[src/hdl/rv_pkg.sv]
`default_nettype none

package rv_pkg;

    localparam int xlen = 64;                      // RV64 register and pc width

    typedef logic [4:0]      reg_addr_t;           // x0..x31
    typedef logic [xlen-1:0] xword_t;

    // Major opcodes handled by the core; anything else decodes as illegal
    typedef enum logic [6:0] {
        opc_lui    = 7'b0110111,
        opc_auipc  = 7'b0010111,
        opc_jal    = 7'b1101111,
        opc_jalr   = 7'b1100111,
        opc_branch = 7'b1100011,
        opc_op_imm = 7'b0010011,
        opc_op     = 7'b0110011
    } opcode_e;

    typedef enum logic [3:0] {
        alu_add,
        alu_sub,
        alu_slt,                                   // Signed compare
        alu_sltu,                                  // Unsigned compare
        alu_and,
        alu_or,
        alu_xor,
        alu_sll,
        alu_srl,
        alu_sra                                    // Arithmetic right shift
    } alu_op_e;

    typedef enum logic [2:0] {
        kind_alu,                                  // R-type and I-type math
        kind_lui,
        kind_auipc,
        kind_jal,
        kind_jalr,
        kind_branch,
        kind_illegal
    } instr_kind_e;

    typedef struct packed {
        xword_t      pc;
        logic [31:0] instr;
    } issue_t;                                     // 96 bits

    typedef struct packed {
        xword_t      pc;
        instr_kind_e kind;
        alu_op_e     alu_op;
        logic [2:0]  br_funct3;                    // Branch condition code
        reg_addr_t   rd;
        reg_addr_t   rs1;
        reg_addr_t   rs2;
        xword_t      imm;                          // Sign extended
        logic        use_imm;                      // Second operand from imm
    } decoded_t;

    typedef struct packed {
        xword_t    pc;
        reg_addr_t rd;
        xword_t    wb_value;
        logic      wb_en;
        xword_t    next_pc;
        logic      illegal;
    } retire_t;                                    // 199 bits

endpackage

`default_nettype wire

[src/hdl/int_alu.sv]
`timescale 1ns/10ps
`default_nettype none

module int_alu (
    input  wire rv_pkg::decoded_t dec_data,
    input  wire rv_pkg::xword_t   rs1_value,
    input  wire rv_pkg::xword_t   rs2_value,
    output rv_pkg::retire_t       exec_result
);

    rv_pkg::xword_t op_b;
    logic [5:0]     shamt;
    rv_pkg::xword_t alu_out;
    rv_pkg::xword_t link;
    rv_pkg::xword_t pc_target;
    rv_pkg::xword_t jalr_target;
    logic           br_taken;
    logic           is_illegal;

    assign op_b        = dec_data.use_imm ? dec_data.imm : rs2_value;  // I-type vs R-type
    assign shamt       = op_b[5:0];                                     // RV64 shift amount
    assign link        = dec_data.pc + 64'd4;                           // Also the fall-through pc
    assign pc_target   = dec_data.pc + dec_data.imm;                    // AUIPC, JAL, branches
    assign jalr_target = (rs1_value + dec_data.imm) & ~64'd1;           // Bit 0 cleared
    assign is_illegal  = (dec_data.kind == rv_pkg::kind_illegal);

    always_comb begin
        case (dec_data.alu_op)
            rv_pkg::alu_add:  alu_out = rs1_value + op_b;
            rv_pkg::alu_sub:  alu_out = rs1_value - op_b;
            rv_pkg::alu_slt:  alu_out = {63'b0, $signed(rs1_value) < $signed(op_b)};
            rv_pkg::alu_sltu: alu_out = {63'b0, rs1_value < op_b};
            rv_pkg::alu_and:  alu_out = rs1_value & op_b;
            rv_pkg::alu_or:   alu_out = rs1_value | op_b;
            rv_pkg::alu_xor:  alu_out = rs1_value ^ op_b;
            rv_pkg::alu_sll:  alu_out = rs1_value << shamt;
            rv_pkg::alu_srl:  alu_out = rs1_value >> shamt;
            rv_pkg::alu_sra:  alu_out = rv_pkg::xword_t'($signed(rs1_value) >>> shamt);
            default:          alu_out = '0;
        endcase
    end

    // Branch condition always compares the two registers
    always_comb begin
        case (dec_data.br_funct3)
            3'b000:  br_taken = (rs1_value == rs2_value);                       // BEQ
            3'b001:  br_taken = (rs1_value != rs2_value);                       // BNE
            3'b100:  br_taken = ($signed(rs1_value) <  $signed(rs2_value));     // BLT
            3'b101:  br_taken = ($signed(rs1_value) >= $signed(rs2_value));     // BGE
            3'b110:  br_taken = (rs1_value <  rs2_value);                       // BLTU
            3'b111:  br_taken = (rs1_value >= rs2_value);                       // BGEU
            default: br_taken = 1'b0;
        endcase
    end

    always_comb begin
        exec_result         = '0;
        exec_result.pc      = dec_data.pc;
        exec_result.rd      = dec_data.rd;
        exec_result.illegal = is_illegal;
        exec_result.wb_en   = !is_illegal && (dec_data.kind != rv_pkg::kind_branch);
        exec_result.next_pc = link;                                     // Default pc + 4
        case (dec_data.kind)
            rv_pkg::kind_alu: begin
                exec_result.wb_value = alu_out;
            end
            rv_pkg::kind_lui: begin
                exec_result.wb_value = dec_data.imm;
            end
            rv_pkg::kind_auipc: begin
                exec_result.wb_value = pc_target;
            end
            rv_pkg::kind_jal: begin
                exec_result.wb_value = link;
                exec_result.next_pc  = pc_target;
            end
            rv_pkg::kind_jalr: begin
                exec_result.wb_value = link;
                exec_result.next_pc  = jalr_target;
            end
            rv_pkg::kind_branch: begin
                if (br_taken) exec_result.next_pc = pc_target;
            end
            default: ;                                                  // Illegal keeps zero value
        endcase
    end

endmodule

`default_nettype wire

[config.mk]
export PLATFORM = sky130hd
export DESIGN_NAME = int_alu
export DESIGN_NICKNAME = d
export VERILOG_FILES = /design/src/hdl/rv_pkg.sv /design/src/hdl/int_alu.sv
export SDC_FILE = /design/constraint.sdc
export NUM_CORES = 2
export LEC_CHECK = 0
export BUFFER_PORTS_ARGS = -buffer_cell sky130_fd_sc_hd__buf_2
export CORE_MARGIN = 1.5
export CORE_UTILIZATION = 33
export DETAILED_ROUTE_END_ITERATION = 12
export PLACE_DENSITY = 0.56
export SYNTH_ARGS = -nofsm -noshare
export SYNTH_HDL_FRONTEND = slang
export SYNTH_SLANG_ARGS = --single-unit
[constraint.sdc]
create_clock -name vclk -period 8.8
set_input_delay 0 -clock vclk [all_inputs]
set_output_delay 0 -clock vclk [all_outputs]
set_load 0.1 [all_outputs]
Word-level counts from Yosys, hierarchy flattened
Cells that the tools add are included.

word-level totals
  register bits = 0
  bits of input ports = 282
  output and inout bits = 199
  logic and storage cells = 52

operators by class
  $add $sub $neg = 5
  $lt $le $gt $ge = 6
  equality and inequality tests = 23
  shifts and indexed selects = 3
  multiplexer cells = 6
  bitwise logic cells = 3
  reduce and logical (&&, ||, !) cells = 6

operators by type and width
  cell                                                             number
  64-bit one-hot mux with 10 select lines                          1
  64-bit < comparator                                              4
  64-bit one-hot mux with 4 select lines                           1
  64-bit adder                                                     3
  64-bit one-hot mux with 3 select lines                           1
  64-bit greater-or-equal comparator                               2
  64-bit two-way mux                                               2
  64-bit by 3-bit adder with 64-bit output, second input constant  1
  64-bit AND                                                       1
  64-bit == test                                                   1
  64-bit != test                                                   1
  64-bit bitwise OR                                                1
  64-bit by 6-bit << shifter with 64-bit output                    1
  64-bit by 6-bit right shift with 64-bit output                   1
  64-bit by 6-bit >>> shifter with 64-bit output                   1
  64-bit subtractor                                                1
  64-bit bitwise XOR                                               1
  3-bit == test, second input constant                             7
  4-bit by 3-bit == test with 1-bit output, second input constant  4
  4-bit by 2-bit == test with 1-bit output, second input constant  2
  4-bit == test, second input constant                             2
  3-bit by 1-bit == test with 1-bit output, second input constant  2
  3-bit by 2-bit == test with 1-bit output, second input constant  2
  3-bit zero test                                                  2
  other kinds (7)                                                  7

Logic depth before layout (Yosys ltp)
  depth in word-level cells = 4
  gate-level depth with buffers = 20
  depth with buffers taken out = 15

Worst setup path before layout
No wires, ideal clock.

  kind = input to output
  start = input port dec_data[0] (netlist name)
  end = output port exec_result[121] (netlist name)
  arrival = 6.311 ns
  slack = 2.489 ns
  stages = 18
  path buffers = 5
  cell sequence = buf_6 mux2i_1 clkbuf_1 clkbuf_1 buf_1 clkbuf_1 ha_1 o211ai_1 o211ai_1 a41oi_1 a2111o_1 a211oi_2 a21oi_2 o31ai_2 a211oi_1 o211ai_1 xnor2_1 o21ai_0

RTL lines
  item                RTL line      text
  start: declaration  int_alu.sv:5  input wire rv_pkg::decoded_t dec_data,
  end: declaration    int_alu.sv:8  output rv_pkg::retire_t exec_result

==> results.md <==
- DP HPWL: ~170 mm
- Gr busiest metal: met2
- Post-Syn Instances: between 5000 and 6000
- GPL Wtd Cong: 1.06
- Post-synthesis adder-cell area fraction: 0.146
- Number of I/O pins: approximately 480
- Most common cell after layout, fill and taps aside: nand2_1
- Syn Area/Cell: roughly 6.6 µm²
- Count of final setup violators: 0
- Max-slew violation count: 0
- Pin count of the biggest net entering global routing: slightly above 80
- Worst hold stages: 0
- Initial DRC count: 5758
- Total Wirelength: 207 mm
- Worst vdd ir: around 120 µV
- Die height: 322 µm
- Maximum clock frequency: 0.157 GHz
- Full die area: roughly 100000 µm²
- Rel. slew slack: 0.0594
- Hold Path End: exec_result[134]
- RSZ-0062 raised after global routing: no
- Status: finished clean
- Hold Crit Class: in2out
- Crit Path Category: in2out
- Fin crit period: roughly 6.4 ns
- Post-cts resize count: 0
- Switching power: approximately 2.9 mW
- Post-DP Area: approximately 36000 µm²
- Routed WL per cell: around 31 µm
- Multi-input gate area: just over 30000 µm²
- Final period util: 0.722
- Combinational Power Share: 1.000
- Vias/cell: between 6 and 7
- Area growth, synth to finish: 8.40%
- Mux cell area share after synthesis: 0.138
- Most frequent cells in the layout: 575 x nand2_1, 489 x a21oi_1, 460 x buf_2, 403 x nor2_1, 385 x ha_1
- Antenna-violating nets left: 0
- Final net count: between 5000 and 6000
- Fill count: roughly 11000
- Switching share of power: 0.731
- Total GRT Usage: 0.378
- Xor and xnor fraction of the mapped netlist area: 0.0624
- Final Instance Area: 36400 µm²
- Clock Buffer Count: 0
- Num sequential: 0
- Share of cells above drive strength 1: 0.129
- GRT met3 Usage: 0.0708
- Overall Power: approximately 4 mW
- Fin Hold WS: 0.0000439 ns
- Met2 usage: 0.562
- Min-delay src: dec_data[79]
- Via count: 43300
- Vias in the first global route: approximately 40000
- Max-cap violations: 0
- Port bufs: between 400 and 500
- Critical path required time: approximately 8.8 ns
- Storage element area: 0 µm²
- Post-CTS setup buffer count: 0
- WP data arrival: 6.35 ns
- Worst Path Max Fanout: 55
- Fin Setup TNS: 0 ns
- Hold Violations, Final: 0
- Pwr Density: 107 nW/µm²
- Mapped cell area: between 30000 and 40000 µm²
- Syn_nets: 5743
- Initial antenna violation count: 15
- Core box area: 100000 µm²
- Synth Area in Simple Gates: 0.206
- Synthesis Warnings: 0
- Flop pwr share: 0
- Compound-cell area share of the yosys netlist: 0.356
- Cts-stage hold buffer count: 0
- Post-route DRC: 0
- Die span in x: approximately 320 µm
- Leakage: ~16 nW
- CP Launch Type: primary input
- Worst-Margin Slew: ~1.4 ns
- Starting Density: 0.334
- GR Util met1: 0.534
- Synth cell types: between 90 and 100
- Clock network fraction of design power: 0
- Rows: around 120
- Critical Path Sink Type: output port
- Register area share after synthesis: 0
- Pre-antenna DRT Iters: 8
- Internal power component: about 1.1 mW
- Main combinational cell family by area after synthesis: compound AO/OA/AOI/OAI gates
- Grt total ovfl: 0
- First-pass GRT wire length: just under 300 mm
how the worst max path moves through the flow:
stage / startpoint / endpoint / slack [ns] / depth (start not counted)
final: dec_data[0] / exec_result[66] / 2.45 / 18
after global placement: dec_data[0] / exec_result[66] / 2.75 / 18
after CTS: dec_data[0] / exec_result[66] / 2.73 / 18
after detailed placement: dec_data[0] / exec_result[66] / 2.75 / 18
after floorplan: dec_data[0] / exec_result[121] / 2.49 / 18
after global routing: dec_data[0] / exec_result[66] / 2.29 / 15
layout make-up:
cell class	count	share of cell area
Multi-Input combinational cell	4358	0.841
Timing Repair Buffer	542	0.0802
Tap cell	1357	0.0467
Inverter	306	0.0320
Antenna cell	7	0.000482
synthesized netlist by cell type (all sizes together) (11+ instances only):
cell / count / area share
and4: 12 / 0.0031
a2111oi: 11 / 0.0036
or3: 24 / 0.0045
mux4: 45 / 0.031
a221o: 17 / 0.0051
mux2: 15 / 0.0050
a21boi: 19 / 0.0043
nand2b: 26 / 0.0048
xor2: 82 / 0.021
ha: 385 / 0.14
buf: 179 / 0.031
or2: 16 / 0.0030
a21oi: 491 / 0.073
mux2i: 336 / 0.10
a211o: 12 / 0.0031
nand4: 72 / 0.013
and2: 17 / 0.0032
xnor2: 157 / 0.041
nand3: 114 / 0.017
nor3: 89 / 0.013
o221ai: 105 / 0.027
a31o: 15 / 0.0039
o22ai: 47 / 0.0088
a31oi: 65 / 0.012
a221oi: 68 / 0.018
o31ai: 42 / 0.0095
and3: 53 / 0.0099
nor2: 406 / 0.045
a22oi: 86 / 0.019
nor4: 39 / 0.0073
o211ai: 63 / 0.014
inv: 300 / 0.034
clkbuf: 229 / 0.026
o41ai: 14 / 0.0041
nand2: 575 / 0.064
nor2b: 40 / 0.0075
a32oi: 13 / 0.0034
o21ai: 338 / 0.050
a21o: 97 / 0.022
o21a: 85 / 0.019
a211oi: 79 / 0.018
o21bai: 59 / 0.013
cell families (layout without fill, tap and decap cells):
| family | count (synthesis) | count (layout) |
|---|---|---|
| simple gates | 1522 | 1522 |
| mux | 396 | 396 |
| other cells | 0 | 7 |
| compound gates | 1812 | 1812 |
| buf+inv | 714 | 848 |
| fa+ha+maj | 389 | 389 |
| xor+xnor | 239 | 239 |
worst max-delay path, stage by stage:
cell	delay, ns
buf_4	0.44
mux2i_4	0.51
inv_4	0.36
ha_1	0.36
fa_1	0.45
nor2_2	0.14
o311a_1	0.19
a2bb2oi_1	0.53
a2111oi_1	0.20
buf_4	0.21
o22a_1	0.24
o21ai_1	0.36
a21o_1	0.21
a21oi_1	0.16
o21ai_0	0.49
a41oi_1	0.57
or3_1	0.54
buf_2	0.34
power by group through the flow:
stage	sequential, mW	clock [mW]	combinational, mW
2_1_floorplan	0	0	2.62
3_3_place_gp	0	0	3.77
3_5_place_dp	0	0	3.76
4_1_cts	0	0	3.77
5_1_grt	0	0.0000000763	4.06
6_report	0	0.0000000768	3.91
per-layer routing:
layer,vias to the layer above,part of all wire
met3,443,0.11
li1,19100,-
met2,2816,0.41
met1,20900,0.43
met5,-,0.00032
met4,10,0.046
metrics by stage:
| step | worst slack (ns) | instances | util |
|---|---|---|---|
| finish | 2.45 | 6570 | 0.362 |
| detailed placement | 2.75 | 6563 | 0.362 |
| floorplan | 2.49 | 5072 | - |
| CTS | 2.73 | 6563 | 0.362 |
| global route | 2.29 | 6568 | 0.362 |
| global placement | 2.75 | 6563 | 0.362 |
No activity file was read; power rests on OpenSTA's default activity.
