**src/hdl/rv_pkg.sv**
```systemverilog
`default_nettype none

package rv_pkg;

    localparam int xlen = 64;                      // RV64 register and pc width

    typedef logic [4:0]      reg_addr_t;           // x0..x31
    typedef logic [xlen-1:0] xword_t;

    // Major opcodes handled by the core; anything else decodes as illegal
    typedef enum logic [6:0] {
        opc_lui    = 7'b0110111,
        opc_auipc  = 7'b0010111,
        opc_jal    = 7'b1101111,
        opc_jalr   = 7'b1100111,
        opc_branch = 7'b1100011,
        opc_op_imm = 7'b0010011,
        opc_op     = 7'b0110011
    } opcode_e;

    typedef enum logic [3:0] {
        alu_add,
        alu_sub,
        alu_slt,                                   // Signed compare
        alu_sltu,                                  // Unsigned compare
        alu_and,
        alu_or,
        alu_xor,
        alu_sll,
        alu_srl,
        alu_sra                                    // Arithmetic right shift
    } alu_op_e;

    typedef enum logic [2:0] {
        kind_alu,                                  // R-type and I-type math
        kind_lui,
        kind_auipc,
        kind_jal,
        kind_jalr,
        kind_branch,
        kind_illegal
    } instr_kind_e;

    typedef struct packed {
        xword_t      pc;
        logic [31:0] instr;
    } issue_t;                                     // 96 bits

    typedef struct packed {
        xword_t      pc;
        instr_kind_e kind;
        alu_op_e     alu_op;
        logic [2:0]  br_funct3;                    // Branch condition code
        reg_addr_t   rd;
        reg_addr_t   rs1;
        reg_addr_t   rs2;
        xword_t      imm;                          // Sign extended
        logic        use_imm;                      // Second operand from imm
    } decoded_t;

    typedef struct packed {
        xword_t    pc;
        reg_addr_t rd;
        xword_t    wb_value;
        logic      wb_en;
        xword_t    next_pc;
        logic      illegal;
    } retire_t;                                    // 199 bits

endpackage

`default_nettype wire

```
**src/hdl/retire_stage.sv**
```systemverilog
`timescale 1ns/10ps
`default_nettype none

module retire_stage (
    input  wire logic            clk_1hz,
    input  wire logic            reset_n,
    input  wire logic            dec_valid,
    input  wire rv_pkg::retire_t exec_result,
    output logic                 adv,
    output logic                 wr_en,
    output rv_pkg::reg_addr_t    wr_addr,
    output rv_pkg::xword_t       wr_data,
    output logic                 retire_valid,
    input  wire logic            retire_ready,
    output rv_pkg::retire_t      retire_data
);

    // Second slot takes a new record when empty or when its record leaves
    assign adv = dec_valid && (!retire_valid || retire_ready);

    // Write-back lands on the same edge that loads the retire register
    assign wr_en   = adv && exec_result.wb_en;
    assign wr_addr = exec_result.rd;
    assign wr_data = exec_result.wb_value;

    always_ff @(posedge clk_1hz or negedge reset_n) begin
        if (!reset_n) begin
            retire_valid <= 1'b0;
            retire_data  <= '0;
        end else if (adv) begin
            retire_valid <= 1'b1;
            retire_data  <= exec_result;
        end else if (retire_ready) begin
            retire_valid <= 1'b0;                                       // Consumed, slot empty
        end
    end

endmodule

`default_nettype wire

```
**config.mk**
```make
export PLATFORM = sky130hd
export DESIGN_NAME = retire_stage
export DESIGN_NICKNAME = d
export VERILOG_FILES = /design/src/hdl/rv_pkg.sv /design/src/hdl/retire_stage.sv
export SDC_FILE = /design/constraint.sdc
export NUM_CORES = 1
export LEC_CHECK = 0
export BUFFER_PORTS_ARGS = -buffer_cell sky130_fd_sc_hd__buf_2
export CORE_AREA = 2 2 187 189
export DETAILED_ROUTE_END_ITERATION = 12
export DIE_AREA = 0 0 189 191
export MAX_ROUTING_LAYER = met4
export PLACE_DENSITY_LB_ADDON = 0.15
export REMOVE_ABC_BUFFERS = 1
export SETUP_SLACK_MARGIN = 0.5
export SYNTH_ARGS = -nofsm -noshare
export SYNTH_HDL_FRONTEND = slang
export SYNTH_SLANG_ARGS = --single-unit
```
**constraint.sdc**
```tcl
create_clock -name clk_1hz -period 4.1 [get_ports clk_1hz]
set_input_delay 0.205 -clock clk_1hz [delete_from_list [all_inputs] [get_ports clk_1hz]]
set_output_delay 0.205 -clock clk_1hz [all_outputs]
set_load 0.02 [all_outputs]
```
Word level (Yosys, flattened, before mapping)
Index checks and enable logic that the tools add are counted.
- bits in registers: 200
- bits of input ports: 203
- output and inout port bits: 271
- word-level logic and storage cells: 14
- muxes and demuxes: 2
- reduce and logical (&&, ||, !) cells: 5
- operators by type and width (operator ; count):
    logical AND 1 bit ; 2
    two-way mux 1 bit ; 2
    nonzero test 2 bit ; 1
    zero test 1 bit ; 1
    logical OR 1 bit ; 1

Depth between registers and ports, before layout
Gate-level depths: netlist of run 1.
- depth in word-level cells: 4
- gate-level depth with buffers: 5
- gate-level depth less buffers: 3

Least setup slack after synthesis of run 1
OpenSTA, ideal clock, no wires.
- kind: reg-to-reg
- start point: reg retire_valid
- end point: reg retire_data[184] in the netlist's numbering
- library setup time: 125 ps
- arrival: 1349 ps
- data required time: 3975 ps
- slack: 2626 ps
- stages on the path, launching flop included: 6
- buffers on the path: 2
- clock period less this slack: 1474 ps
- cells stage by stage: dfrtp_1 > nand2b_4 > and2_4 > buf_12 > buf_12 > mux2_4
- word-level cells in the longest chain between the ends: 3
- ends and longest elaborated chain (element ; RTL line ; source):
    start: declaration ; retire_stage.sv:13 ; output logic retire_valid,
    start signal: assignment ; retire_stage.sv:28 ; retire_valid <= 1'b0;
    start signal: assignment ; retire_stage.sv:31 ; retire_valid <= 1'b1;
    start signal: assignment ; retire_stage.sv:34 ; retire_valid <= 1'b0;
    zero test 1 bit ; retire_stage.sv:19 ; assign adv = dec_valid && (!retire_valid || retire_ready);
    logical OR 1 bit ; retire_stage.sv:19 ;
    logical AND 1 bit ; retire_stage.sv:19 ;
    net adv ; retire_stage.sv:9 ; output logic adv,
    end signal: assignment ; retire_stage.sv:32 ; retire_data <= exec_result;
    end: declaration ; retire_stage.sv:15 ; output rv_pkg::retire_t retire_data
The timed path passes the listed nets, and every way through them passes these cells.
A chain may end at the register's enable or synchronous reset.

Worst setup path in the final report of run 1
- start point: reg retire_valid
- end point: reg retire_data[17] in the netlist's numbering
- word-level cells in the longest chain between the ends: 3
- ends and longest elaborated chain (element ; RTL line):
    zero test 1 bit ; retire_stage.sv:19
    logical OR 1 bit ; retire_stage.sv:19
    logical AND 1 bit ; retire_stage.sv:19
No other way between the ends.

==> flow_summary.toml, run 1 <==
[floorplan]
ios = 474
rows = 68
initial_core_util_pct = 26.3
core_sq_um = 34100
die_x_um = 189
dieArea_sq_um = 36100
fp.dieH_um = 191

[global_route]
grt_pass1_wl_um = 35900
overflow = 0
grtUsageTotal_pct = 13.4
grt_max_degree = 104
grt_pass1_vias = 6400
antenna_found_initial = 0

[timing]
min_period_ns = 2.11
setup-violations-final = 0
slew_headroom_pct = 41.5
post-route-period-util_pct = 51.4
max_freq_ghz = 0.474
tightest_slew_ns = 0.878
rsz0062_at_grt = "false"
tns_ns = 0
slew_violations = 0
whs_ns = 0.0360
finClkSkew_ns = 0.00795
final_hold_viol_count = 0

[synthesis]
yosys_warnings = 0
synth_flop_cell = "dfrtp_1"
synth_top_cell_by_area = "dfrtp_1"
synthTopCellsByCount = "200 x dfrtp_1, 199 x mux2_4, 69 x buf_4"
ys_seq_area_share_pct = 55.7
synthTopCellsByArea = "dfrtp_1 56%, mux2_4 33%, buf_4 5.8%"
ys_seq_elements = 200
postSynthAreaPerCell_sq_um = 18.2
yosys.cell_types.count = 8
synth_area_sq_um = 8990
postSynthCellCount = 494
synth-async-reset-ratio_pct = 100
synth_enable_flop_cells = 0
post-synth-top-count-cell = "dfrtp_1"
synth_top_area_share_pct = 55.7

[clock_tree]
cts_tree = "done"
root_buffer = "clkbuf_16"
insertion_delay_ns = 0.43
cts_buffers = 17
clock_sink_count = 200
cts_max_level = 4
cts.clk_slew.worst_paths_ns = 0.07
cts_resized = 0
clockBufferDepth = 2

[routing]
routed_via_density = 3.87
drtIter0Drc = 123
drc = 0
dr.pass1.iters = 4
antenna_left = 0
wirelength_um = 24200
wire_per_inst_um = 15.6
vias = 6019

[worst_setup_path]
crit_arrival_ns = 2.42
crit_fanout = 57
crit_required_ns = 4.42
cp-start-kind = "register"
crit_type = "reg2reg"
crit_slowest_cell = "and2_4"
endpoint_kind = "register"
path_cells = "nand2b_4, and2_4, buf_12, mux2_4"
cp_slowest_stage_delay_ns = 0.62

[power_and_ir_drop]
swShare_pct = 30.7
p_seq_share_pct = 42.7
intPower_uw = 3920
power_switching_uw = 1740
clkPwrFrac_pct = 27.6
p_comb_share_pct = 29.7
p_per_area_nw_per_um2 = 420
p_leak_uw = 0.00686
ir_worst_vdd_mv = 0.268

[run]
maxCapViolations = 0

[place]
dpl.hpwl_um = 16600
postPlaceCellArea_sq_um = 11100
place_congestion = 0.713
io_buffers = 473
placed_cells = 1339

[cells_and_area]
layoutNonFillerInstCount = 1555
drive_gt1_share_pct = 64.5
nets = 1292
diodes = 0
area_growth_pct = 49.7
final_area_sq_um = 13500
fill_cells = 3273
final_util_pct = 39.5

[status]
status = "finished, final reports clean"

[worst_hold_path]
hold_path.class = "in2reg"
[area by class of cell]
class                           count  area (sq um)  area share, %
Timing Repair Buffer              667          4340           32.2
Multi-Input combinational cell    203          3030           22.5
Sequential cell                   200          5000           37.2
Clock inverter                      6          43.8          0.325
Clock buffer                       24           482           3.58
Tap cell                          455           569           4.23
[final timing paths]
kind	start	end	slack [ns]	cells past startpoint
worst max-delay path	retire_valid	retire_data[17]	1.99	4
worst min-delay path	exec_result[77]	retire_data[77]	0.04	2
worst max register to register	retire_valid	retire_data[17]	1.99	4
worst min register to register	retire_data[122]	retire_data[122]	0.50	1
max in group asynchronous	reset_n	retire_data[17]	2.62	3
min in group asynchronous	reset_n	retire_data[106]	0.44	2
[cell families (layout without fill, tap and decap cells)]
logic type    count (synthesis)  after routing  synth area share, %
flops                       200            200                 55.7
simple gates                  4              4                0.418
mux                         199            199                 33.2
buf+inv                      91            697                 10.7
[registers in the layout, indices dropped and copies added (netlist names)]
signal        flops
retire_data     199
retire_valid      1
[critical path: cells and delay by family, from the launching register on]
kind / cells / cell delay (ns)
flops: 1 / 0.41
mux: 1 / 0.34
simple gates: 2 / 0.70
buf+inv: 1 / 0.42
[power by group through the flow]
| stage | registers [uW] | clock network [uW] | logic [uW] |
|---|---|---|---|
| floorplan | 2810 | 0 | 561 |
| global placement | 2450 | 0 | 1550 |
| detailed placement | 2450 | 0 | 1560 |
| CTS | 2420 | 1640 | 1700 |
| global route | 2460 | 1730 | 1770 |
| finish | 2420 | 1560 | 1680 |
[routing by layer]
metal	GRT usage, %	routed length [um]	vias up	share of wire, %
met4	5.05	458	0	1.9
met3	3.10	1440	24	5.9
met2	22.5	12200	263	50
li1	-	-	2813	-
met1	15.7	10100	2919	42
met5	-	0	-	0
[placed cells by master, fill, tap and decap left out, drive strengths merged]
master	instances
clkinv	4
or2b	1
and3	1
clkbuf	25
and2	1
buf	480
mux2	199
inv	1
clkinvlp	1
dfrtp	200
nand2b	1
dlygate4sd3	186
[per-stage QoR]
stage          power [uW]  setup WS, ns
5_1_grt              5960          1.90
3_3_place_gp         4010          2.00
3_5_place_dp         4010          1.99
6_report             5660          1.99
2_1_floorplan        3380         0.814
4_1_cts              5760          1.97
[what timing repair did]
item,CTS,global route
endpoints found under the hold margin,286,0
setup buffers,0,0
hold buffers,186,0
(Power assumes the default switching activity.)
==> run 2, diff against run 1 <==
==> constraint.sdc (replaced) <==
create_clock -name clk_1hz -period 2.1 [get_ports clk_1hz]
set_input_delay 0.105 -clock clk_1hz [delete_from_list [all_inputs] [get_ports clk_1hz]]
set_output_delay 0.105 -clock clk_1hz [all_outputs]
set_load 0.02 [all_outputs]
==> flow_summary.toml, run 2 (same netlist as run 1, synthesis figures left out) <==
[status]
status = "finished, final reports clean"

[floorplan]
rows = 68
ios = 474
die_x_um = 189
fp.dieH_um = 191
core_sq_um = 34100
initial_core_util_pct = 26.3
dieArea_sq_um = 36100

[worst_setup_path]
crit_arrival_ns = 1.91
path_cells = "nand2b_4, and2_4, buf_12, buf_12, buf_16, mux2_4"
endpoint_kind = "register"
cp-start-kind = "register"
cp_top_family = "buffers and inverters"
crit_fanout = 20
critPathBufInv = 3
crit_type = "reg2reg"
crit_required_ns = 2.43
crit_top_cell = "buf_12"
crit_slowest_cell = "dfrtp_1"
cp_slowest_stage_delay_ns = 0.40

[global_route]
grt_max_degree = 64
antenna_found_initial = 1
grt_pass1_vias = 6548
overflow = 0
grtUsageTotal_pct = 14.1
grt_pass1_wl_um = 37500

[cells_and_area]
largest_reg_flops = 199
layoutNonFillerInstCount = 1591
final_util_pct = 41.2
final_common_cell = "buf_2"
largestRegisters = "retire_data (199), retire_valid (1)"
area_growth_pct = 56.5
seqCellArea_sq_um = 5000
regMostFlops = "retire_data"
fill_cells = 3207
multi_input_area_sq_um = 3030
final_cell_mix = "471 x buf_2, 201 x dlygate4sd3_1, 200 x dfrtp_1"
nets = 1325
drive_gt1_share_pct = 64.5

[timing]
finClkSkew_ns = 0.00895
tns_ns = 0
slew_headroom_pct = 74.8
max_freq_ghz = 0.632
post-route-period-util_pct = 75.3
final_hold_viol_count = 0
min_period_ns = 1.58
setup-violations-final = 0
tightest_slew_ns = 0.378
slew_violations = 0
rsz0062_at_grt = "true"
fin_ws_ns = 0.519

[place]
io_buffers = 473
place_congestion = 0.731
dpl.hpwl_um = 17100
dp_slack_ns = 0.453
placed_cells = 1347

[clock_tree]
cts_max_level = 4
clockBufferDepth = 2
cts_buffers = 17
clock_sink_count = 200
cts.clk_slew.worst_paths_ns = 0.07
cts_tree = "done"
root_buffer = "clkbuf_16"
insertion_delay_ns = 0.45

[routing]
wire_per_inst_um = 15.9
antenna_left = 0
drc = 0
routed_via_density = 3.87
dr.pass1.iters = 4
top_layer = "met4"
wl_met2_um = 13300
wirelength_um = 25300
drtIter0Drc = 135
met1_length_um = 10300
vias = 6151
wl_met3_um = 1380

[worst_hold_path]
hold_path.class = "in2reg"

[power_and_ir_drop]
swShare_pct = 30.3
power_switching_uw = 3530
p_leak_uw = 0.00714
p_comb_share_pct = 29.3
p_per_area_nw_per_um2 = 828
ir_worst_vdd_mv = 0.533
clkPwrFrac_pct = 30.2
intPower_uw = 8120
p_seq_share_pct = 40.6

[run]
maxCapViolations = 0
run 2: worst min-delay path, cell delays in order:
cell and delay, ns:
buf_2 0.10, nand2b_4 0.13, or2b_1 0.14
run 2: final timing paths:
path,cells past startpoint,start,endpoint,slack [ns]
setup / recovery,6,retire_valid,retire_data[47],0.52
hold / removal,3,retire_ready,retire_valid,0.07
setup reg to reg,6,retire_valid,retire_data[47],0.52
hold reg to reg,1,retire_data[17],retire_data[17],0.50
max in group asynchronous,3,reset_n,retire_data[33],1.23
min in group asynchronous,2,reset_n,retire_data[91],0.16
run 2: power by group through the flow:
stage / Sequential, uW / Clock [uW] / Combinational (uW)
after floorplan: 5490 / 0 / 1100
after global placement: 4800 / 0 / 3060
after detailed placement: 4780 / 0 / 3070
after CTS: 4730 / 3660 / 3440
after global routing: 4810 / 3850 / 3590
final: 4730 / 3510 / 3410
run 2: final cells by class:
class | instances | share of cell area [%]
Clock inverter | 12 | 1.17
Sequential cell | 200 | 35.6
Multi-Input combinational cell | 203 | 21.5
Clock buffer | 20 | 3.25
Timing Repair Buffer | 700 | 34.4
Antenna cell | 1 | 0.0178
Tap cell | 455 | 4.05
run 2: per-layer routing:
layer / track usage (%) / vias up
met2: 24.9 / 261
met4: 3.88 / 0
met5: - / -
li1: - / 2886
met3: 3.41 / 16
met1: 15.9 / 2988
run 2: repair_timing:
| action | in CTS | in global routing |
|---|---|---|
| setup buffers | 5 | 1 |
| gates cloned | 4 | 0 |
| hold buffers | 201 | 0 |
| pin swaps | 1 | 0 |
| gates resized for setup | 11 | 4 |
| hold endpoints to repair | 321 | 0 |
| endpoints found under the setup margin | 85 | 63 |
run 2: metrics by stage:
stage | total power (uW) | hold slack (ns) | cell area (sq um)
final | 11700 | 0.0669 | 14100
after global routing | 12200 | 0.0386 | 14100
after CTS | 11800 | 0.0307 | 14000
after detailed placement | 7850 | 0.0687 | 11200
after global placement | 7860 | 0.0720 | 11200
after floorplan | 6590 | -0.191 | 8030
