<file path="config.mk">
export PLATFORM = sky130hd
export DESIGN_NAME = instr_decoder
export DESIGN_NICKNAME = d
export VERILOG_FILES = /design/src/hdl/rv_pkg.sv /design/src/hdl/instr_decoder.sv
export SDC_FILE = /design/constraint.sdc
export NUM_CORES = 1
export LEC_CHECK = 0
export BUFFER_PORTS_ARGS = -buffer_cell sky130_fd_sc_hd__buf_2
export CORE_MARGIN = 2
export CORE_UTILIZATION = 50
export DETAILED_ROUTE_END_ITERATION = 8
export PLACE_DENSITY = 0.85
export SYNTH_ARGS = -nofsm -noshare
export SYNTH_HDL_FRONTEND = slang
export SYNTH_SLANG_ARGS = --single-unit
export TNS_END_PERCENT = 10
</file>
<file path="constraint.sdc">
create_clock -name clk_1hz -period 3.2 [get_ports clk_1hz]
set_input_delay 0.32 -clock clk_1hz [delete_from_list [all_inputs] [get_ports clk_1hz]]
set_output_delay 0.32 -clock clk_1hz [all_outputs]
set_load 0.01 [all_outputs]
</file>
<file path="src/hdl/rv_pkg.sv">
`default_nettype none

package rv_pkg;

    localparam int xlen = 64;                      // RV64 register and pc width

    typedef logic [4:0]      reg_addr_t;           // x0..x31
    typedef logic [xlen-1:0] xword_t;

    // Major opcodes handled by the core; anything else decodes as illegal
    typedef enum logic [6:0] {
        opc_lui    = 7'b0110111,
        opc_auipc  = 7'b0010111,
        opc_jal    = 7'b1101111,
        opc_jalr   = 7'b1100111,
        opc_branch = 7'b1100011,
        opc_op_imm = 7'b0010011,
        opc_op     = 7'b0110011
    } opcode_e;

    typedef enum logic [3:0] {
        alu_add,
        alu_sub,
        alu_slt,                                   // Signed compare
        alu_sltu,                                  // Unsigned compare
        alu_and,
        alu_or,
        alu_xor,
        alu_sll,
        alu_srl,
        alu_sra                                    // Arithmetic right shift
    } alu_op_e;

    typedef enum logic [2:0] {
        kind_alu,                                  // R-type and I-type math
        kind_lui,
        kind_auipc,
        kind_jal,
        kind_jalr,
        kind_branch,
        kind_illegal
    } instr_kind_e;

    typedef struct packed {
        xword_t      pc;
        logic [31:0] instr;
    } issue_t;                                     // 96 bits

    typedef struct packed {
        xword_t      pc;
        instr_kind_e kind;
        alu_op_e     alu_op;
        logic [2:0]  br_funct3;                    // Branch condition code
        reg_addr_t   rd;
        reg_addr_t   rs1;
        reg_addr_t   rs2;
        xword_t      imm;                          // Sign extended
        logic        use_imm;                      // Second operand from imm
    } decoded_t;

    typedef struct packed {
        xword_t    pc;
        reg_addr_t rd;
        xword_t    wb_value;
        logic      wb_en;
        xword_t    next_pc;
        logic      illegal;
    } retire_t;                                    // 199 bits

endpackage

`default_nettype wire

</file>
<file path="src/hdl/instr_decoder.sv">
`timescale 1ns/10ps
`default_nettype none

module instr_decoder (
    input  wire logic           clk_1hz,
    input  wire logic           reset_n,
    input  wire logic           issue_valid,
    input  wire rv_pkg::issue_t issue_data,
    output logic                issue_ready,
    input  wire logic           adv,
    output logic                dec_valid,
    output rv_pkg::decoded_t    dec_data
);

    logic [31:0]      instr;
    rv_pkg::opcode_e  opcode;
    logic [2:0]       funct3;
    logic [6:0]       funct7;
    rv_pkg::xword_t   imm_i;
    rv_pkg::xword_t   imm_u;
    rv_pkg::xword_t   imm_j;
    rv_pkg::xword_t   imm_b;
    logic             op_f7_ok;
    logic             issue_fire;
    rv_pkg::decoded_t dec_next;

    assign instr  = issue_data.instr;
    assign opcode = rv_pkg::opcode_e'(instr[6:0]);
    assign funct3 = instr[14:12];
    assign funct7 = instr[31:25];

    assign imm_i = {{52{instr[31]}}, instr[31:20]};                     // ADDI etc, JALR
    assign imm_u = {{32{instr[31]}}, instr[31:12], 12'b0};              // LUI, AUIPC
    assign imm_j = {{43{instr[31]}}, instr[31], instr[19:12], instr[20],
                    instr[30:21], 1'b0};                                // JAL offset
    assign imm_b = {{51{instr[31]}}, instr[31], instr[7], instr[30:25],
                    instr[11:8], 1'b0};                                 // Branch offset

    // Only SUB and SRA may use the alternate funct7 in OP
    assign op_f7_ok = (funct7 == 7'b0000000) ||
                      (funct7 == 7'b0100000 && (funct3 == 3'b000 || funct3 == 3'b101));

    always_comb begin
        dec_next           = '0;
        dec_next.pc        = issue_data.pc;
        dec_next.rd        = instr[11:7];
        dec_next.rs1       = instr[19:15];
        dec_next.rs2       = instr[24:20];
        dec_next.br_funct3 = funct3;
        dec_next.kind      = rv_pkg::kind_illegal;                       // Until proven known
        dec_next.alu_op    = rv_pkg::alu_add;
        case (opcode)
            rv_pkg::opc_lui: begin
                dec_next.kind = rv_pkg::kind_lui;
                dec_next.imm  = imm_u;
            end
            rv_pkg::opc_auipc: begin
                dec_next.kind = rv_pkg::kind_auipc;
                dec_next.imm  = imm_u;
            end
            rv_pkg::opc_jal: begin
                dec_next.kind = rv_pkg::kind_jal;
                dec_next.imm  = imm_j;
            end
            rv_pkg::opc_jalr: begin
                dec_next.imm = imm_i;
                if (funct3 == 3'b000) dec_next.kind = rv_pkg::kind_jalr;
            end
            rv_pkg::opc_branch: begin
                dec_next.imm = imm_b;
                if (funct3 != 3'b010 && funct3 != 3'b011) dec_next.kind = rv_pkg::kind_branch;
            end
            rv_pkg::opc_op_imm: begin
                dec_next.kind    = rv_pkg::kind_alu;
                dec_next.imm     = imm_i;
                dec_next.use_imm = 1'b1;
                case (funct3)
                    3'b000: dec_next.alu_op = rv_pkg::alu_add;
                    3'b010: dec_next.alu_op = rv_pkg::alu_slt;
                    3'b011: dec_next.alu_op = rv_pkg::alu_sltu;
                    3'b100: dec_next.alu_op = rv_pkg::alu_xor;
                    3'b110: dec_next.alu_op = rv_pkg::alu_or;
                    3'b111: dec_next.alu_op = rv_pkg::alu_and;
                    3'b001: begin
                        dec_next.alu_op = rv_pkg::alu_sll;
                        if (funct7[6:1] != 6'b000000) dec_next.kind = rv_pkg::kind_illegal;
                    end
                    default: begin                                      // 101 right shifts
                        if (funct7[6:1] == 6'b000000) begin
                            dec_next.alu_op = rv_pkg::alu_srl;
                        end else if (funct7[6:1] == 6'b010000) begin
                            dec_next.alu_op = rv_pkg::alu_sra;
                        end else begin
                            dec_next.kind = rv_pkg::kind_illegal;        // Bad shift funct6
                        end
                    end
                endcase
            end
            rv_pkg::opc_op: begin
                dec_next.kind = op_f7_ok ? rv_pkg::kind_alu : rv_pkg::kind_illegal;
                case (funct3)
                    3'b000: dec_next.alu_op = funct7[5] ? rv_pkg::alu_sub : rv_pkg::alu_add;
                    3'b001: dec_next.alu_op = rv_pkg::alu_sll;
                    3'b010: dec_next.alu_op = rv_pkg::alu_slt;
                    3'b011: dec_next.alu_op = rv_pkg::alu_sltu;
                    3'b100: dec_next.alu_op = rv_pkg::alu_xor;
                    3'b101: dec_next.alu_op = funct7[5] ? rv_pkg::alu_sra : rv_pkg::alu_srl;
                    3'b110: dec_next.alu_op = rv_pkg::alu_or;
                    default: dec_next.alu_op = rv_pkg::alu_and;
                endcase
            end
            default: ;                                                  // Loads, CSR, word ops
        endcase
    end

    assign issue_ready = !dec_valid || adv;                             // Slot free or leaving
    assign issue_fire  = issue_valid && issue_ready;

    always_ff @(posedge clk_1hz or negedge reset_n) begin
        if (!reset_n) begin
            dec_valid <= 1'b0;
            dec_data  <= '0;
        end else if (issue_fire) begin
            dec_valid <= 1'b1;
            dec_data  <= dec_next;
        end else if (adv) begin
            dec_valid <= 1'b0;                                          // Drained, nothing new
        end
    end

endmodule

`default_nettype wire

</file>
# Word level (Yosys, flattened, before mapping)
# Index checks and enable logic that the tools add are counted.
# Widths: inputs -> output; s select.
totals:
  reg_bits: 155
  output_inout_bits: 156
op_classes:
  reduce_logical: 15
  muxes: 19
  n_eq_ne: 18
op_table:
  columns: ["op", "n"]
  rows:
  - ["$pmux 64 s4", 1]
  - ["$pmux 4 s7", 2]
  - ["$eq 7x6->1 const B", 3]
  - ["$eq 7x7->1 const B", 3]
  - ["$pmux 3 s7", 1]
  - ["$eq 7x5->1 const B", 2]
  - ["$eq 3x3->1 const B", 4]
  - ["$mux 3", 4]
  - ["$mux 4", 2]
  - ["$pmux 4 s2", 1]
  - ["$logic_not 7->1", 1]
  - ["$eq 3x2->1 const B", 2]
  - ["$eq 6x5->1 const B", 1]
  - ["$logic_not 6->1", 1]
  - ["$ne 3x2->1 const B", 2]
  - ["$pmux 3 s2", 1]
  - ["$reduce_bool 6->1", 1]
  - ["$reduce_or 6->1", 1]
  - ["$mux 1", 5]
  - ["$mux 2", 2]
  - ["$reduce_or 2->1", 2]
  - ["$eq 3x1->1 const B", 1]
  - ["$logic_and 1x1->1", 3]
  - ["$logic_not 3->1", 1]
  - ["other kinds (3)", 5]

# Logic depth before layout (Yosys ltp)
depth:
  ltp_word: 6
  depth_mapped: 6
  mapped_depth_nobuf: 4

# Worst setup path before layout
# OpenSTA, ideal clock, no wires.
synth_timing:
  kind: "reg-to-reg"
  start: "register dec_valid"
  end: "register dec_data[28] (netlist name)"
  t_arrival_ps: 1626
  path_stages_with_launch: 6
  required_time_ps: 3134
  setup_ps: 66
  n_path_buf: 1
  setup_slack_ps: 1507
  path_cell_list: "dfrtp_1 nand2b_1 nand2_1 nor4_1 clkbuf_1 a221o_1"
synth_via:
  elab_chain_cells: 3
synth_rtl:
  columns: ["item", "line", "source"]
  rows:
  - ["start, declared", "instr_decoder.sv:11", "output logic dec_valid,"]
  - ["start signal, assigned", "instr_decoder.sv:121", "dec_valid <= 1'b0;"]
  - ["start signal, assigned", "instr_decoder.sv:124", "dec_valid <= 1'b1;"]
  - ["start signal, assigned", "instr_decoder.sv:127", "dec_valid <= 1'b0;"]
  - ["$logic_not 1->1", "instr_decoder.sv:116", "assign issue_ready = !dec_valid || adv;"]
  - ["$logic_or 1x1->1", "instr_decoder.sv:116", null]
  - ["net issue_ready", "instr_decoder.sv:9", "output logic issue_ready,"]
  - ["$logic_and 1x1->1", "instr_decoder.sv:117", "assign issue_fire = issue_valid && issue_ready;"]
  - ["end signal, assigned", "instr_decoder.sv:125", "dec_data <= dec_next;"]
  - ["end, declared", "instr_decoder.sv:12", "output rv_pkg::decoded_t dec_data"]
# The timed path passes the listed nets, and every way through them passes these cells.
# A chain may end at the register's enable or synchronous reset.

# Worst setup path after layout
layout_timing:
  start: "register dec_valid"
  end: "register dec_data[87] (netlist name)"
layout_via:
  elab_chain_cells: 3
layout_rtl:
  columns: ["item", "line"]
  rows:
  - ["$logic_not 1->1", "instr_decoder.sv:116"]
  - ["$logic_or 1x1->1", "instr_decoder.sv:116"]
  - ["$logic_and 1x1->1", "instr_decoder.sv:117"]
# Every way passes these cells.

==> results.json <==
{
  "run_status": "complete, no violations",
  "vias": 5168,
  "timing.final.hold_violations": 0,
  "yosysSeqAreaShare": 0.574,
  "synthTopCellsByArea": "sky130_fd_sc_hd__dfrtp_1 57%, sky130_fd_sc_hd__nand2_1 18%, sky130_fd_sc_hd__buf_4 4.6%",
  "setup_tns_ps": 0,
  "synth-async-reset-ratio": 1.00,
  "post-route-drc-count": 0,
  "ir_worst_vdd_uv": 348,
  "floorplan.die.height_um": 108,
  "max_freq_ghz": 0.513,
  "synth_most_common_cell": "sky130_fd_sc_hd__nand2_1",
  "rrSetupSlack_ps": 1250,
  "worst_pin_slew_ps": 1010,
  "worst_setup_hold_path_clk_slew_ps": 60,
  "route.met2.wl_um": 7980,
  "worstRegToRegCells": 5,
  "finalWorstSetupSlack_ps": 1250,
  "critical_path.endpoint": "dec_data[87]",
  "timing.final.max_slew_violations": 0,
  "p_clk_frac": 0.439,
  "placeableCoreArea_sq_um": 10400,
  "track_usage": 0.285,
  "post_synth_inst_count": 564,
  "seq_power_share": 0.407,
  "core.rowCount": 37,
  "cts_htree_levels": 4,
  "design_power_total_mw": 4.38,
  "syn_nets": 664,
  "clock-sinks": 123,
  "grt_pass1_vias": 5152,
  "pre_cts_ws_ps": 990,
  "maximum_net_fanout_on_the_critical_path": 34,
  "total_die_area_sq_um": 11600,
  "worst-endpoint-arrival_ps": 2370,
  "globalRoute.totalOverflow": 0,
  "highest-signal-layer": "met4",
  "critical_path.reg2reg.endpoint": "dec_data[87]",
  "worstPathCellList": "nand2b_1 > and2_2 > buf_4 > nor2_1 > a31oi_1",
  "post_route_cells_drive_above_1_share": 0.370,
  "cell_internal_pwr_mw": 3.22,
  "placedInstanceArea_sq_um": 6500,
  "synthesis.area_sq_um": 5360,
  "final-setup-viol-count": 0,
  "largest_net_degree_at_the_start_of_global_routing": 71,
  "yosys_warnings": 0,
  "critical_path_class": "reg -> reg",
  "clock_insertion_delay_worst_skew_ps": 510,
  "synth_top_cell_area_share": 0.574,
  "stdcell_count": 977,
  "cts_tree": "done",
  "setup.worst_path.start_class": "flip-flop",
  "period_needed_ps": 1950,
  "max_stage_delay_ps": 580,
  "io_pins": 256,
  "synth-main-ff-cell": "sky130_fd_sc_hd__dfrtp_1",
  "detail_route.wirelength.met1_um": 6060,
  "vias_per_cell": 5.29,
  "worst_clock_skew_ps": 13.6,
  "layout.cell_area.non_filler_sq_um": 7590,
  "final.fill_count": 731,
  "r2r_start": "dec_valid",
  "cap_violations": 0,
  "hpwl_um": 10200,
  "yosysUniqueCellTypes": 51,
  "power.switching_fraction": 0.265,
  "synth-edff-count": 0,
  "slew-limit-headroom": 0.320,
  "cts_max_path_buffers": 2,
  "worst_setup_path_end_kind": "flip-flop",
  "antenna_found_initial": 0,
  "die_w_um": 108,
  "synth_area_leader_cell": "sky130_fd_sc_hd__dfrtp_1",
  "yosys-top-cells-count": "255 x sky130_fd_sc_hd__nand2_1, 123 x sky130_fd_sc_hd__dfrtp_1, 33 x sky130_fd_sc_hd__buf_4",
  "dr_wl_met3_um": 1530,
  "required_ps": 3620,
  "placed_cells": 896,
  "post-route-period-util": 0.610,
  "rsz_0062_raised_after_global_routing": "no",
  "first_pass_grt_wire_length_um": 25400,
  "port_buffers": 255,
  "areaGrowthSynthToFinish_pct": 41.6,
  "pwr_density_cell_nw_per_um2": 577,
  "slowest_stage": "sky130_fd_sc_hd__and2_2",
  "initial_core_utilization": 0.517,
  "antenna_violating_nets_post_route": 0,
  "crit_path_start": "dec_valid",
  "p_comb_frac": 0.154,
  "detail_route.wl_per_cell_um": 16.5,
  "clk_root_buffer_cell": "sky130_fd_sc_hd__clkbuf_8",
  "layout.nets": 928,
  "hold_class": "in -> reg",
  "total_leakage_power_nw": 4.28,
  "drt_iter0_drc": 421,
  "globalplace.congestion": 0.928,
  "multiInputGateArea_sq_um": 1890,
  "regArea_sq_um": 3080,
  "antenna-diode-count": 0,
  "dr.pass1.iters": 6,
  "numCtsBuffers": 17,
  "ys_ff_latch": 123,
  "synth.avg_cell_area_sq_um": 9.51,
  "netSwitchingPower_mw": 1.16,
  "totalWireLength_um": 16100
}
[sequential cells by signal, summed over array words and instances (netlist names)]
| signal | cells |
|---|---|
| dec_data | 122 |
| dec_valid | 1 |
[power groups by stage]
stage	Combinational, mW	Sequential (mW)	Clock (mW)
2_1_floorplan	0.228	1.87	0
3_5_place_dp	0.613	1.80	0
4_1_cts	0.659	1.78	1.94
6_report	0.674	1.79	1.92
5_1_grt	0.739	1.80	2.04
3_3_place_gp	0.593	1.79	0
[placed cells by master, fill, tap and decap left out, types with 3 or more instances in the layout]
cell type / Yosys / final
sky130_fd_sc_hd__a21oi_1: 4 / 4
sky130_fd_sc_hd__bufinv_16: 0 / 3
sky130_fd_sc_hd__nor2b_1: 5 / 5
sky130_fd_sc_hd__buf_4: 33 / 5
sky130_fd_sc_hd__o221ai_2: 8 / 8
sky130_fd_sc_hd__dfrtp_1: 123 / 123
sky130_fd_sc_hd__o32a_1: 3 / 3
sky130_fd_sc_hd__nor2_1: 8 / 8
sky130_fd_sc_hd__a22o_1: 8 / 8
sky130_fd_sc_hd__clkbuf_8: 0 / 4
sky130_fd_sc_hd__inv_1: 10 / 10
sky130_fd_sc_hd__buf_2: 3 / 254
sky130_fd_sc_hd__o21ai_0: 12 / 12
sky130_fd_sc_hd__a221o_1: 14 / 14
sky130_fd_sc_hd__dlygate4sd3_1: 0 / 49
sky130_fd_sc_hd__nand2_1: 255 / 254
sky130_fd_sc_hd__clkbuf_16: 0 / 16
sky130_fd_sc_hd__and3_1: 6 / 6
sky130_fd_sc_hd__nand2b_1: 3 / 3
sky130_fd_sc_hd__clkinv_2: 0 / 4
[routing by layer]
metal | track usage | up-vias
li1 | - | 2352
met1 | 0.340 | 2433
met2 | 0.481 | 324
met3 | 0.0745 | 59
met4 | 0.137 | 0
met5 | 0 | -
[stage by stage]
step | hold slack [ps] | util
4_1_cts | 0.308 | 0.732
3_5_place_dp | 457 | 0.627
5_1_grt | 10.3 | 0.732
3_3_place_gp | 453 | 0.627
2_1_floorplan | 24.4 | -
6_report | 19.6 | 0.732
[how the worst min path moves through the flow]
stage | to | depth (start not counted) | slack (ps) | startpoint
after floorplan | dec_data[0] | 0 | 20 | reset_n
after global placement | dec_data[100] | 2 | 450 | dec_data[100]
after detailed placement | dec_data[122] | 2 | 460 | dec_data[122]
after CTS | dec_data[91] | 3 | 0.3 | issue_data[33]
after global routing | dec_data[97] | 3 | 10 | issue_data[39]
final | dec_data[94] | 3 | 20 | issue_data[36]
[critical path: cells and delay by family, from the launching register on]
family | cells | cell delay [ps]
buffers and inverters | 1 | 440
AND/OR/NAND/NOR | 3 | 910
flip-flops | 1 | 370
AO/OA/AOI/OAI | 1 | 140
[cell families after synthesis]
family                    after synthesis  share of synthesized area
DFF                                   123                      0.574
AOI/OAI and AO/OA                      64                      0.107
muxes                                   1                    0.00187
buffers and inverters                  74                     0.0770
and+or+nand+nor                       300                      0.237
xor gates and xnor gates                2                    0.00327
[final cells by class]
cell class	instances	area share
Sequential cell	123	0.405
Clock inverter	11	0.0188
Inverter	10	0.00494
Multi-Input combinational cell	367	0.249
Tap cell	136	0.0224
Timing Repair Buffer	309	0.240
Clock buffer	21	0.0605
[repair_timing]
action | in CTS | in global routing
hold buffers | 49 | 0
resized for setup | 0 | 0
buffers inserted | 0 | 0
hold endpoints to repair | 115 | 0
Note: power is estimated with default switching activity, not from simulation.
